<file path="src/source/flash_boot_consts.svh">
`ifndef FLASH_BOOT_CONSTS_SVH
`define FLASH_BOOT_CONSTS_SVH

////////////////////////////////////////////////////////////
// SPI flash commands
////////////////////////////////////////////////////////////

// Reset enable, sent alone in its own select
`define FLASH_RESET_CMD_1 8'h66
// Reset device, second select
`define FLASH_RESET_CMD_2 8'h99
// Plain read with 24-bit address
`define FLASH_READ_CMD 8'h03
// Boot image start inside the flash
`define FLASH_READ_OFFSET 24'h100000

// Idle cycles while the flash recovers from reset
`define FLASH_RESET_WAIT 400
// System clocks per SCK half-period
`define FLASH_SCK_HALF 8

////////////////////////////////////////////////////////////
// Boot image and serial port
////////////////////////////////////////////////////////////

`define BOOT_WORDS 16
// Keep in step with BOOT_WORDS
`define BOOT_ADDR_W 4
`define UART_CLKS_PER_BIT 16

`endif

</file>
<file path="src/source/flash_boot_pkg.sv">
`include "flash_boot_consts.svh"

package flash_boot_pkg;

  // One flash word seen two ways
  // Bytes arrive big-endian, so hi comes first on the wire
  typedef union packed {
    logic [15:0] word;
    struct packed {
      logic [7:0] hi;
      logic [7:0] lo;
    } bytes;
  } flash_word_u;

  // Boot ROM word address
  typedef logic [`BOOT_ADDR_W-1:0] rom_addr_t;

endpackage

</file>
<file path="src/source/boot_loader.sv">
`timescale 1ns/1ns
`include "flash_boot_consts.svh"

module boot_loader (
  input  logic                      CLK,
  input  logic                      rst,
  input  logic                      byte_valid,
  input  logic [7:0]                byte_data,
  input  logic [15:0]               rom_rdata,
  input  logic                      tx_ready,
  output logic                      byte_request,
  output logic                      read_done,
  output logic                      rom_we,
  output flash_boot_pkg::rom_addr_t rom_addr,
  output logic [15:0]               rom_wdata,
  output logic                      tx_valid,
  output logic [7:0]                tx_byte
);

  localparam logic [2:0] ST_LOAD     = 3'd0;
  localparam logic [2:0] ST_DUMP_RD  = 3'd1;
  localparam logic [2:0] ST_DUMP_CAP = 3'd2;
  localparam logic [2:0] ST_SEND_HI  = 3'd3;
  localparam logic [2:0] ST_SEND_LO  = 3'd4;
  localparam logic [2:0] ST_DONE     = 3'd5;

  logic [2:0]                  state;
  logic                        hi_next;
  logic                        last_addr;
  flash_boot_pkg::flash_word_u load_word;
  flash_boot_pkg::flash_word_u dump_word;

  assign last_addr = (rom_addr == flash_boot_pkg::rom_addr_t'(`BOOT_WORDS - 1));
  // Word assembled by byte, stored whole
  assign rom_wdata = load_word.word;

  ////////////////////////////////////////////////////////////
  // Data path
  ////////////////////////////////////////////////////////////

  always_ff @(posedge CLK) begin
    // Big-endian pairing
    if (state == ST_LOAD && byte_valid) begin
      if (hi_next) begin
        load_word.bytes.hi <= byte_data;
      end else begin
        load_word.bytes.lo <= byte_data;
      end
    end
    // Registered ROM data lands here
    if (state == ST_DUMP_CAP) begin
      dump_word.word <= rom_rdata;
    end
    // Byte offered to the UART, held until accepted
    if (state == ST_SEND_HI && !tx_valid) begin
      tx_byte <= dump_word.bytes.hi;
    end else if (state == ST_SEND_LO && !tx_valid) begin
      tx_byte <= dump_word.bytes.lo;
    end
  end

  ////////////////////////////////////////////////////////////
  // Load and dump FSM
  ////////////////////////////////////////////////////////////

  always_ff @(posedge CLK) begin
    if (rst) begin
      state        <= ST_LOAD;
      hi_next      <= 1'b1;
      rom_addr     <= '0;
      rom_we       <= 1'b0;
      byte_request <= 1'b0;
      read_done    <= 1'b0;
      tx_valid     <= 1'b0;
    end else begin
      rom_we       <= 1'b0;
      byte_request <= 1'b0;
      read_done    <= 1'b0;
      case (state)
        ST_LOAD: begin
          if (byte_valid) begin
            hi_next <= ~hi_next;
            if (hi_next) begin
              byte_request <= 1'b1;
            end else begin
              // Pair complete, write next cycle
              rom_we <= 1'b1;
              if (last_addr) begin
                read_done <= 1'b1;
              end else begin
                byte_request <= 1'b1;
              end
            end
          end
          // Advance after the write cycle
          if (rom_we) begin
            if (last_addr) begin
              rom_addr <= '0;
              state    <= ST_DUMP_RD;
            end else begin
              rom_addr <= rom_addr + 1'b1;
            end
          end
        end
        // Address presented, data next cycle
        ST_DUMP_RD: state <= ST_DUMP_CAP;
        ST_DUMP_CAP: state <= ST_SEND_HI;
        ST_SEND_HI: begin
          if (!tx_valid) begin
            tx_valid <= 1'b1;
          end else if (tx_ready) begin
            tx_valid <= 1'b0;
            state    <= ST_SEND_LO;
          end
        end
        ST_SEND_LO: begin
          if (!tx_valid) begin
            tx_valid <= 1'b1;
          end else if (tx_ready) begin
            tx_valid <= 1'b0;
            if (last_addr) begin
              state <= ST_DONE;
            end else begin
              rom_addr <= rom_addr + 1'b1;
              state    <= ST_DUMP_RD;
            end
          end
        end
        ST_DONE: state <= ST_DONE;
        default: state <= ST_DONE;
      endcase
    end
  end

endmodule

</file>
<file path="src/source/boot_rom.sv">
`timescale 1ns/1ns
`include "flash_boot_consts.svh"

module boot_rom (
  input  logic                      CLK,
  input  logic                      we,
  input  flash_boot_pkg::rom_addr_t addr,
  input  logic [15:0]               wdata,
  output logic [15:0]               rdata
);

  localparam int DEPTH = 2 ** `BOOT_ADDR_W;

  // Boot image storage
  logic [15:0] mem [0:DEPTH-1];

  // Single port, one access per cycle
  always_ff @(posedge CLK) begin
    if (we) begin
      mem[addr] <= wdata;
      // Write-first, new word shows on the read port
      rdata <= wdata;
    end else begin
      rdata <= mem[addr];
    end
  end

endmodule

</file>
<file path="src/source/flash_boot_top.sv">
`timescale 1ns/1ns

module flash_boot_top (
  input  logic CLK,
  input  logic rst,
  input  logic flash_miso,
  output logic flash_sck,
  output logic flash_ssb,
  output logic flash_mosi,
  output logic flash_wp_n,
  output logic flash_hold_n,
  output logic tx
);

  // Reader to loader
  logic [7:0] byte_data;
  logic       byte_valid;
  logic       byte_request;
  logic       read_done;

  // Loader to ROM
  logic                      rom_we;
  flash_boot_pkg::rom_addr_t rom_addr;
  logic [15:0]               rom_wdata;
  logic [15:0]               rom_rdata;

  // Loader to UART
  logic [7:0] tx_byte;
  logic       tx_valid;
  logic       tx_ready;

  // Write protect and hold unused
  assign flash_wp_n   = 1'b1;
  assign flash_hold_n = 1'b1;

  ////////////////////////////////////////////////////////////
  // Input side, processing, output side
  ////////////////////////////////////////////////////////////

  spi_flash_reader reader0 (
    .CLK(CLK), .rst(rst), .flash_miso(flash_miso),
    .byte_request(byte_request), .read_done(read_done),
    .flash_sck(flash_sck), .flash_ssb(flash_ssb), .flash_mosi(flash_mosi),
    .byte_valid(byte_valid), .byte_data(byte_data)
  );

  boot_loader loader0 (
    .CLK(CLK), .rst(rst), .byte_valid(byte_valid), .byte_data(byte_data),
    .rom_rdata(rom_rdata), .tx_ready(tx_ready),
    .byte_request(byte_request), .read_done(read_done),
    .rom_we(rom_we), .rom_addr(rom_addr), .rom_wdata(rom_wdata),
    .tx_valid(tx_valid), .tx_byte(tx_byte)
  );

  boot_rom rom0 (
    .CLK(CLK), .we(rom_we), .addr(rom_addr), .wdata(rom_wdata), .rdata(rom_rdata)
  );

  uart_tx uart0 (
    .CLK(CLK), .rst(rst), .tx_byte(tx_byte), .tx_valid(tx_valid),
    .tx_ready(tx_ready), .tx(tx)
  );

endmodule

</file>
<file path="src/source/spi_flash_reader.sv">
`timescale 1ns/1ns
`include "flash_boot_consts.svh"

module spi_flash_reader (
  input  logic       CLK,
  input  logic       rst,
  input  logic       flash_miso,
  input  logic       byte_request,
  input  logic       read_done,
  output logic       flash_sck,
  output logic       flash_ssb,
  output logic       flash_mosi,
  output logic       byte_valid,
  output logic [7:0] byte_data
);

  // Phase FSM
  localparam logic [2:0] ST_SELECT = 3'd0;
  localparam logic [2:0] ST_SEND   = 3'd1;
  localparam logic [2:0] ST_STOP   = 3'd2;
  localparam logic [2:0] ST_WAIT   = 3'd3;
  localparam logic [2:0] ST_RECV   = 3'd4;
  localparam logic [2:0] ST_HOLD   = 3'd5;
  localparam logic [2:0] ST_DONE   = 3'd6;

  // Which command the next select carries
  localparam logic [1:0] CMD_RESET_1 = 2'd0;
  localparam logic [1:0] CMD_RESET_2 = 2'd1;
  localparam logic [1:0] CMD_READ    = 2'd2;

  logic [2:0]  state;
  logic [1:0]  cmd_sel;
  logic        sck_run;
  logic [7:0]  div_cnt;
  logic        sck_tick;
  logic        sck_rise;
  logic        sck_fall;
  logic [4:0]  bit_cnt;
  logic [4:0]  last_bit;
  logic [15:0] wait_cnt;
  logic [15:0] wait_limit;
  logic [31:0] cmd_word;
  logic [31:0] out_shift;

  ////////////////////////////////////////////////////////////
  // SCK divider
  ////////////////////////////////////////////////////////////

  assign sck_tick = sck_run && (div_cnt == 8'(`FLASH_SCK_HALF - 1));

  // Strobes lag the SCK edge by one cycle
  // so MISO has settled when it is sampled
  always_ff @(posedge CLK) begin
    if (rst) begin
      flash_sck <= 1'b0;
      div_cnt   <= 8'd0;
      sck_rise  <= 1'b0;
      sck_fall  <= 1'b0;
    end else begin
      sck_rise <= sck_tick && !flash_sck;
      sck_fall <= sck_tick && flash_sck;
      if (!sck_run) begin
        // Parked low while stopped
        flash_sck <= 1'b0;
        div_cnt   <= 8'd0;
      end else if (sck_tick) begin
        div_cnt   <= 8'd0;
        flash_sck <= ~flash_sck;
      end else begin
        div_cnt <= div_cnt + 8'd1;
      end
    end
  end

  ////////////////////////////////////////////////////////////
  // Command selection
  ////////////////////////////////////////////////////////////

  // Reset opcodes are 8 bits, read is opcode plus address
  always_comb begin
    case (cmd_sel)
      CMD_RESET_1: cmd_word = {`FLASH_RESET_CMD_1, 24'h000000};
      CMD_RESET_2: cmd_word = {`FLASH_RESET_CMD_2, 24'h000000};
      default:     cmd_word = {`FLASH_READ_CMD, `FLASH_READ_OFFSET};
    endcase
  end

  assign last_bit = (cmd_sel == CMD_READ) ? 5'd31 : 5'd7;
  // Short gap between resets, long recovery before the read
  assign wait_limit = (cmd_sel == CMD_READ) ? 16'(`FLASH_RESET_WAIT - 1)
                                            : 16'(`FLASH_SCK_HALF - 1);

  // Outgoing and incoming shift registers
  always_ff @(posedge CLK) begin
    if (state == ST_SELECT) begin
      out_shift <= cmd_word;
    end else if (state == ST_SEND && sck_fall) begin
      out_shift <= {out_shift[30:0], 1'b0};
    end
    // MSB first
    if (state == ST_RECV && sck_fall) begin
      byte_data <= {byte_data[6:0], flash_miso};
    end
  end

  ////////////////////////////////////////////////////////////
  // Phase FSM
  ////////////////////////////////////////////////////////////

  always_ff @(posedge CLK) begin
    if (rst) begin
      state      <= ST_SELECT;
      cmd_sel    <= CMD_RESET_1;
      sck_run    <= 1'b0;
      flash_ssb  <= 1'b1;
      flash_mosi <= 1'b0;
      byte_valid <= 1'b0;
      bit_cnt    <= 5'd0;
      wait_cnt   <= 16'd0;
    end else begin
      byte_valid <= 1'b0;
      case (state)
        ST_SELECT: begin
          // Select and preload the first MOSI bit
          flash_ssb  <= 1'b0;
          flash_mosi <= cmd_word[31];
          bit_cnt    <= 5'd0;
          sck_run    <= 1'b1;
          state      <= ST_SEND;
        end
        ST_SEND: begin
          // Next bit goes out on the falling edge
          if (sck_fall) begin
            flash_mosi <= out_shift[30];
          end
          // Flash has taken a bit on each rising edge
          if (sck_rise) begin
            if (bit_cnt == last_bit) begin
              bit_cnt    <= 5'd0;
              flash_mosi <= 1'b0;
              state      <= (cmd_sel == CMD_READ) ? ST_RECV : ST_STOP;
            end else begin
              bit_cnt <= bit_cnt + 5'd1;
            end
          end
        end
        ST_STOP: begin
          // Let SCK fall before deselecting
          if (sck_fall) begin
            sck_run   <= 1'b0;
            flash_ssb <= 1'b1;
            cmd_sel   <= cmd_sel + 2'd1;
            wait_cnt  <= 16'd0;
            state     <= ST_WAIT;
          end
        end
        ST_WAIT: begin
          if (wait_cnt == wait_limit) begin
            state <= ST_SELECT;
          end else begin
            wait_cnt <= wait_cnt + 16'd1;
          end
        end
        ST_RECV: begin
          if (sck_fall) begin
            if (bit_cnt == 5'd7) begin
              // Byte complete, stop SCK until asked again
              bit_cnt    <= 5'd0;
              sck_run    <= 1'b0;
              byte_valid <= 1'b1;
              state      <= ST_HOLD;
            end else begin
              bit_cnt <= bit_cnt + 5'd1;
            end
          end
        end
        ST_HOLD: begin
          if (read_done) begin
            flash_ssb <= 1'b1;
            state     <= ST_DONE;
          end else if (byte_request) begin
            sck_run <= 1'b1;
            state   <= ST_RECV;
          end
        end
        ST_DONE: begin
          // Transaction over until reset
          flash_ssb <= 1'b1;
        end
        default: state <= ST_DONE;
      endcase
    end
  end

endmodule

</file>
<file path="src/source/uart_tx.sv">
`timescale 1ns/1ns
`include "flash_boot_consts.svh"

module uart_tx (
  input  logic       CLK,
  input  logic       rst,
  input  logic [7:0] tx_byte,
  input  logic       tx_valid,
  output logic       tx_ready,
  output logic       tx
);

  localparam int CLKS    = `UART_CLKS_PER_BIT;
  localparam int CNT_W   = $clog2(CLKS);
  localparam int FRAME_W = 10;

  logic               busy;
  logic [3:0]         bit_cnt;
  logic [CNT_W-1:0]   baud_cnt;
  logic               bit_end;
  // Stop, data LSB first, start in bit 0
  logic [FRAME_W-1:0] frame;

  assign bit_end  = (baud_cnt == CNT_W'(CLKS - 1));
  assign tx_ready = ~busy;
  // Idle frame is all ones, so the line rests high
  assign tx       = frame[0];

  ////////////////////////////////////////////////////////////
  // 8N1 framer
  ////////////////////////////////////////////////////////////

  always_ff @(posedge CLK) begin
    if (rst) begin
      busy     <= 1'b0;
      bit_cnt  <= 4'd0;
      baud_cnt <= '0;
      frame    <= '1;
    end else if (!busy) begin
      baud_cnt <= '0;
      bit_cnt  <= 4'd0;
      // Accept on valid while idle
      if (tx_valid) begin
        frame <= {1'b1, tx_byte, 1'b0};
        busy  <= 1'b1;
      end
    end else if (bit_end) begin
      baud_cnt <= '0;
      // Shift in ones behind the frame
      frame    <= {1'b1, frame[FRAME_W-1:1]};
      if (bit_cnt == 4'(FRAME_W - 1)) begin
        // Stop bit finished
        busy <= 1'b0;
      end else begin
        bit_cnt <= bit_cnt + 4'd1;
      end
    end else begin
      baud_cnt <= baud_cnt + 1'b1;
    end
  end

endmodule

</file>
<file path="config.mk">
export PLATFORM = sky130hd
export DESIGN_NAME = flash_boot_top
export DESIGN_NICKNAME = d
export VERILOG_FILES = /design/src/source/flash_boot_pkg.sv /design/src/source/boot_loader.sv /design/src/source/boot_rom.sv /design/src/source/flash_boot_top.sv /design/src/source/spi_flash_reader.sv /design/src/source/uart_tx.sv
export VERILOG_INCLUDE_DIRS = /design/src /design/src/source
export SDC_FILE = /design/constraint.sdc
export NUM_CORES = 1
export LEC_CHECK = 0
export ABC_AREA = 0
export BUFFER_PORTS_ARGS = -buffer_cell sky130_fd_sc_hd__buf_2
export CAP_MARGIN = 20
export CELL_PAD_IN_SITES_DETAIL_PLACEMENT = 1
export CELL_PAD_IN_SITES_GLOBAL_PLACEMENT = 1
export CORE_MARGIN = 3
export CORE_UTILIZATION = 36
export DETAILED_ROUTE_END_ITERATION = 16
export GPL_ROUTABILITY_DRIVEN = 0
export GPL_TIMING_DRIVEN = 0
export PLACE_DENSITY = 0.62
export SYNTH_ARGS = -nofsm -noshare
export SYNTH_HDL_FRONTEND = slang
export SYNTH_SLANG_ARGS = --single-unit
</file>
<file path="constraint.sdc">
create_clock -name CLK -period 2.3 [get_ports CLK]
set_input_delay 0.115 -clock CLK [delete_from_list [all_inputs] [get_ports CLK]]
set_output_delay 0.115 -clock CLK [all_outputs]
set_load 0.02 [all_outputs]
</file>
==> results.sh, run 1 <==
export IMPL_outcome="complete, but fails checks"
export IMPL_violations="setup timing"
export IMPL_synth_seq_area_share_pct=71.05
export IMPL_drv_slew=0
export IMPL_synth_top_area_share_pct=61.31
export IMPL_seq_area_um2=10960
export IMPL_critPathKind="flip-flop to flip-flop"
export IMPL_cts_path_max_buffers=3
export IMPL_rsz0062_at_grt="true"
export IMPL_p_leak_nw=5.730
export IMPL_dpl_cell_count=1481
export IMPL_netSwitchingPower_mw=3.371
export IMPL_antenna_left=0
export IMPL_skew_ns=0.02201
export IMPL_fillerInstances=4049
export IMPL_drt_pass1_iter_count=5
export IMPL_synth_cell_type_count=69
export IMPL_drt_total_wl_um=35930
export IMPL_p_per_area_nw_per_um2=845.6
export IMPL_synth_edf_count=315
export IMPL_worst_pin_slew_ns=0.9006
export IMPL_ys_seq_elements=390
export IMPL_setup_tns_ns=-0.06951
export IMPL_power_total_mw=15.28
export IMPL_dr_wl_met3_um=1679
export IMPL_cp_start_kind="flip-flop"
export IMPL_fin_ws_ns=-0.01419
export IMPL_antenna_found_initial=0
export IMPL_max_freq_ghz=0.4321
export IMPL_grt_overflow_total=0
export IMPL_critical_path_arrival_ns=2.57
export IMPL_cp_end_kind="flip-flop"
export IMPL_die_x_um=213.0
export IMPL_grt_max_degree=17
export IMPL_start_util_pct=36.61
export IMPL_p_clk_share_pct=44.3
export IMPL_finalCritPeriodShare_pct=100.6
export IMPL_fin_util_pct=42.90
export IMPL_fin_cells=1558
export IMPL_io_pins=9
export IMPL_yosysWarningCount=0
export IMPL_dpl_worst_slack_ns=-0.7712
export IMPL_diodes=0
export IMPL_setup_viol=15
export IMPL_die_area_um2=45370
export IMPL_cts_htree_levels=2
export IMPL_num_rows=75
export IMPL_drc=0
export IMPL_synth_area_um2=15430
export IMPL_cts_root_buf="clkbuf_16"
export IMPL_track_usage_pct=16.25
export IMPL_cts_tree="done"
export IMPL_maxCapViolCount=0
export IMPL_routed_wl_met2_um=17160
export IMPL_grt_first_pass_wirelength_um=54630
export IMPL_final_cell_mix="edfxtp_1, mux4_2, dfxtp_1, nor2_1, nand2_1"
export IMPL_p_int_mw=11.91
export IMPL_critPathRequiredTime_ns=2.56
export IMPL_synth_area_leaders="edfxtp_1, mux4_2, dfxtp_1"
export IMPL_synth_cells=915
export IMPL_synthFlopType="edfxtp_1"
export IMPL_wl_met1_um=16410
export IMPL_hold_viol_final=0
export IMPL_hold_class="input pin to flip-flop"
export IMPL_portBuffers=5
export IMPL_syn2layout_area_growth_pct=17.17
export IMPL_syn_avg_cell_area_um2=16.86
export IMPL_grt_pass1_vias=8590
export IMPL_dp_final_hpwl_um=23960
export IMPL_vias=8267
export IMPL_clk_pin_slew_worst_paths_ns=0.06
export IMPL_insertion_delay_ns=0.57
export IMPL_period_needed_ns=2.314
export IMPL_async_flop_share_pct=0
export IMPL_detail_route_vias_per_cell=5.306
export IMPL_pwr_share_comb_pct=4.8
export IMPL_p_sw_share_pct=22.06
export IMPL_peakVddDrop_v=0.0006964
export IMPL_post_cts_buffers=0
export IMPL_maxSlewHeadroom_pct=39.85
export IMPL_dieHeight_um=213.0
export IMPL_power_frac_seq_pct=50.9
export IMPL_cts_buffers=43
export IMPL_core_area_um2=42130
export IMPL_first_iter_violations=685
export IMPL_yosys_area_top_type="edfxtp_1"
export IMPL_top_layer_used="met4"
export IMPL_drive_gt1_share_pct=23.16
export IMPL_cp_max_fo=10
export IMPL_fin_nets=1003
export IMPL_avgRoutedWirePerCell_um=23.06
export IMPL_multi_input_area_um2=4323
export IMPL_cts_sinks=390
export IMPL_layout_commonest_cell="edfxtp_1"
-- power groups by stage --
| stage | registers, mW | logic [mW] | clock network, mW |
|---|---|---|---|
| 6_report | 7.78 | 0.727 | 6.78 |
| 5_1_grt | 7.79 | 0.811 | 7.26 |
| 4_1_cts | 7.78 | 0.728 | 6.96 |
| 3_5_place_dp | 7.93 | 0.720 | 0 |
| 3_3_place_gp | 7.92 | 0.706 | 0 |
| 2_1_floorplan | 7.91 | 0.533 | 0 |
-- cells by family after synthesis --
kind of cell	share of synthesized area, %
XOR/XNOR	0.9651
multiplexers	12.53
buffers and inverters	1.679
other	0.02431
flip-flops	71.05
AO/OA/AOI/OAI	4.753
adder cells (fa/ha/maj)	1.217
AND/OR/NAND/NOR	7.786
-- worst max-delay path: stages, from the launching register on --
cell and delay, ns:
dfxtp_1 0.33, clkbuf_1 0.47, nand2_1 0.33, nor2_2 0.64
buf_8 0.24
-- worst paths after layout --
check        cells past startpoint          endpoint  slack [ns]                 from
min                              2  loader0.state[1]        0.18                  rst
min reg2reg                      0         flip-flop        0.35  loader0.rom_addr[2]
max                              4   rom0.mem[13][7]       -0.01  loader0.rom_addr[2]
max reg2reg                      4   rom0.mem[13][7]       -0.01  loader0.rom_addr[2]
-- sequential cells by signal (all words and copies together), names as in the netlist, 8 cells and up, named ones only --
name / count
loader0.rom_wdata: 16
loader0.dump_word: 16
reader0.byte_data: 8
reader0.out_shift: 11
loader0.tx_byte: 8
reader0.wait_cnt: 16
rom0.mem: 256
uart0.frame: 9
reader0.div_cnt: 8
-- per-stage QoR --
stage	instance area (µm²)	hold WS (ns)
2_1_floorplan	15430	0.2139
3_3_place_gp	16130	0.3244
3_5_place_dp	16560	0.3167
4_1_cts	18010	0.1631
5_1_grt	18080	0.1772
6_report	18080	0.1796
-- per-layer routing --
metal | vias to the layer above | global-route usage [%]
li1 | 3745 | -
met1 | 4304 | 22.94
met2 | 171 | 25.84
met3 | 47 | 3.174
met4 | 0 | 4.634
met5 | - | 0
-- cell usage after synthesis, types with 5 or more instances --
cell and count:
mux4_2 80, nor4_1 5, or3_1 7, inv_1 15
edfxtp_1 315, nor3_1 18, clkbuf_1 27, and2_1 5
mux2_2 9, o21a_1 6, ha_1 15, o21ai_0 18
xor2_1 11, nand4_1 5, nor2_1 67, buf_2 12
a221o_1 5, nand2b_1 8, and3_1 11, a21oi_1 20
dfxtp_1 75, a211oi_1 16, xnor2_1 6, nor2b_1 13
nand3_1 23, nand2_1 50
-- cell type report --
type	count	area share, %
buffer	43	1.461
inverter	15	0.3115
multi-input combinational	465	23.92
sequential	390	60.64
clock buffer	52	6.195
clock inverter	27	1.509
tap	539	3.731
timing repair buffer	27	2.236
-- what timing repair did --
| action | CTS | global route |
|---|---|---|
| gates resized for setup | 23 | 15 |
| endpoints found under the setup margin | 36 | 121 |
| hold buffers | 1 | 0 |
| endpoints found under the hold margin | 1 | 0 |
(Power assumes the default switching activity.)
==> run 2: changes to the inputs <==
--- a/config.mk
+++ b/config.mk
@@ -9,14 +9,12 @@
 export ABC_AREA = 0
 export BUFFER_PORTS_ARGS = -buffer_cell sky130_fd_sc_hd__buf_2
 export CAP_MARGIN = 20
-export CELL_PAD_IN_SITES_DETAIL_PLACEMENT = 1
-export CELL_PAD_IN_SITES_GLOBAL_PLACEMENT = 1
 export CORE_MARGIN = 3
 export CORE_UTILIZATION = 36
 export DETAILED_ROUTE_END_ITERATION = 16
 export GPL_ROUTABILITY_DRIVEN = 0
 export GPL_TIMING_DRIVEN = 0
-export PLACE_DENSITY = 0.62
+export PLACE_DENSITY = 0.56
 export SYNTH_ARGS = -nofsm -noshare
 export SYNTH_HDL_FRONTEND = slang
 export SYNTH_SLANG_ARGS = --single-unit
==> results.sh, run 2 (synthesis results as in run 1) <==
export IMPL_grt_overflow_total=0
export IMPL_outcome="completed"
export IMPL_hp_start="rst"
export IMPL_syn2layout_area_growth_pct=17.10
export IMPL_dieHeight_um=213.0
export IMPL_rrSetupSlack_ns=0.04
export IMPL_rsz0062_at_grt="true"
export IMPL_timing_rr_end="rom0.mem[13][15]"
export IMPL_detail_route_vias_per_cell=5.283
export IMPL_peakVddDrop_v=0.0006648
export IMPL_diodes=0
export IMPL_hold_depth=2
export IMPL_drive_gt1_share_pct=22.96
export IMPL_core_area_um2=42130
export IMPL_grt_first_pass_wirelength_um=50470
export IMPL_cts_sinks=390
export IMPL_cp_start_kind="flip-flop"
export IMPL_io_pins=9
export IMPL_track_usage_pct=15.03
export IMPL_clk_pin_slew_worst_paths_ns=0.06
export IMPL_p_per_area_nw_per_um2=844.3
export IMPL_r2r_cells=4
export IMPL_top_register="rom0.mem"
export IMPL_worst_path_largest_cell_delay_ns=0.64
export IMPL_vias=8210
export IMPL_finalCritPeriodShare_pct=98.32
export IMPL_hold_viol_final=0
export IMPL_largest_register_ffs=256
export IMPL_grt_pass1_vias=8017
export IMPL_drc=0
export IMPL_max_freq_ghz=0.4422
export IMPL_cp_end_kind="flip-flop"
export IMPL_avgRoutedWirePerCell_um=21.63
export IMPL_p_leak_nw=5.716
export IMPL_cp_cell_sequence="clkbuf_1 -> nand2_1 -> nor2_2 -> buf_8"
export IMPL_cts_path_max_buffers=3
export IMPL_die_area_um2=45370
export IMPL_portBuffers=5
export IMPL_critPathKind="flip-flop to flip-flop"
export IMPL_drt_pass1_iter_count=5
export IMPL_cts_root_buf="clkbuf_16"
export IMPL_slowest_stage="nor2_2"
export IMPL_critPathRequiredTime_ns=2.56
export IMPL_worst_pin_slew_ns=0.9607
export IMPL_cts_htree_levels=2
export IMPL_fin_util_pct=42.87
export IMPL_hold_worst_slack_ns=0.1545
export IMPL_num_rows=75
export IMPL_setup_viol=0
export IMPL_placed_area_um2=16530
export IMPL_hold_class="input pin to flip-flop"
export IMPL_first_iter_violations=708
export IMPL_die_x_um=213.0
export IMPL_fin_nets=1003
export IMPL_final_area_um2=18060
export IMPL_maxSlewHeadroom_pct=35.60
export IMPL_cts_tree="done"
export IMPL_start_util_pct=36.61
export IMPL_period_needed_ns=2.261
export IMPL_timing_rr_start="loader0.rom_addr[2]"
export IMPL_drv_slew=0
export IMPL_insertion_delay_ns=0.57
export IMPL_antenna_left=0
export IMPL_layout_commonest_cell="edfxtp_1"
export IMPL_dp_final_hpwl_um=21710
export IMPL_critical_path_arrival_ns=2.52
export IMPL_hold_end="loader0.state[1]"
export IMPL_cp_max_fo=10
export IMPL_cts_buffers=41
export IMPL_antenna_found_initial=1
export IMPL_grt_max_degree=17
export IMPL_maxCapViolCount=0
export IMPL_skew_ns=0.03066
export IMPL_final_cell_mix="edfxtp_1, mux4_2, dfxtp_1, nor2_1, nand2_1"
export IMPL_drt_total_wl_um=33610
run 2: through the flow:
| stage | setup WS (ns) | total power [mW] | setup TNS (ns) | std cells |
|---|---|---|---|---|
| final | 0.03855 | 15.25 | 0 | 1554 |
| after global routing | -0.07714 | 15.80 | -1.287 | 1554 |
| after CTS | 0.004504 | 15.43 | 0 | 1551 |
| after detailed placement | -0.5983 | 8.622 | -8.625 | 1479 |
| after global placement | -1.551 | 8.610 | -226.07 | 1460 |
| after floorplan | 0.003388 | 8.445 | 0 | 916 |
run 2: report_power, final:
part	total, mW	switching [mW]	internal [mW]
combinational	0.716	0.451	0.265
sequential	7.78	0.0658	7.71
clock	6.76	2.77	4.00
run 2: worst max-delay path by stage:
stage | cells after the start | end | start | slack [ns]
final | 4 | rom0.mem[13][15] | loader0.rom_addr[2] | 0.04
after global routing | 4 | rom0.mem[13][15] | loader0.rom_addr[2] | -0.08
after CTS | 4 | rom0.mem[13][15] | loader0.rom_addr[3] | 0.005
after detailed placement | 4 | loader0.dump_word[12] | flip-flop | -0.60
after global placement | 3 | rom0.mem[3][11] | loader0.rom_addr[0] | -1.55
after floorplan | 3 | rom0.mem[3][0] | loader0.rom_addr[0] | 0.003
run 2: area by class of cell:
cell class              instances  area (µm²)
fillers                      3672       24070
flip-flops and latches        390       10960
multi-input cells             465        4320
clock buffers                  54        1105
well taps                     539       674.4
repair buffers                 28       395.4
clock inverters                19       280.3
plain buffers                  44       271.5
inverters                      15       56.30
run 2: critical path, delay by kind of cell (launching register included):
kind,cells,cell delay [ns]
AND/OR/NAND/NOR,2,0.95
buffers and inverters,2,0.69
flip-flops,1,0.32
run 2: timing repair:
action,in CTS,in global routing
resized for setup,26,13
setup buffers,0,2
endpoints found under the setup margin,23,66
pin swaps,0,2
hold endpoints to repair,1,0
hold buffers,1,0
run 2: routing by layer:
layer,up-vias,global-route usage [%],wire length [µm],part of all wire (%)
li1,3752,-,-,-
met1,4253,21.98,16140,48
met2,152,23.21,15490,46
met3,53,2.483,1266,3.8
met4,0,4.680,717,2.1
met5,-,0,0,0
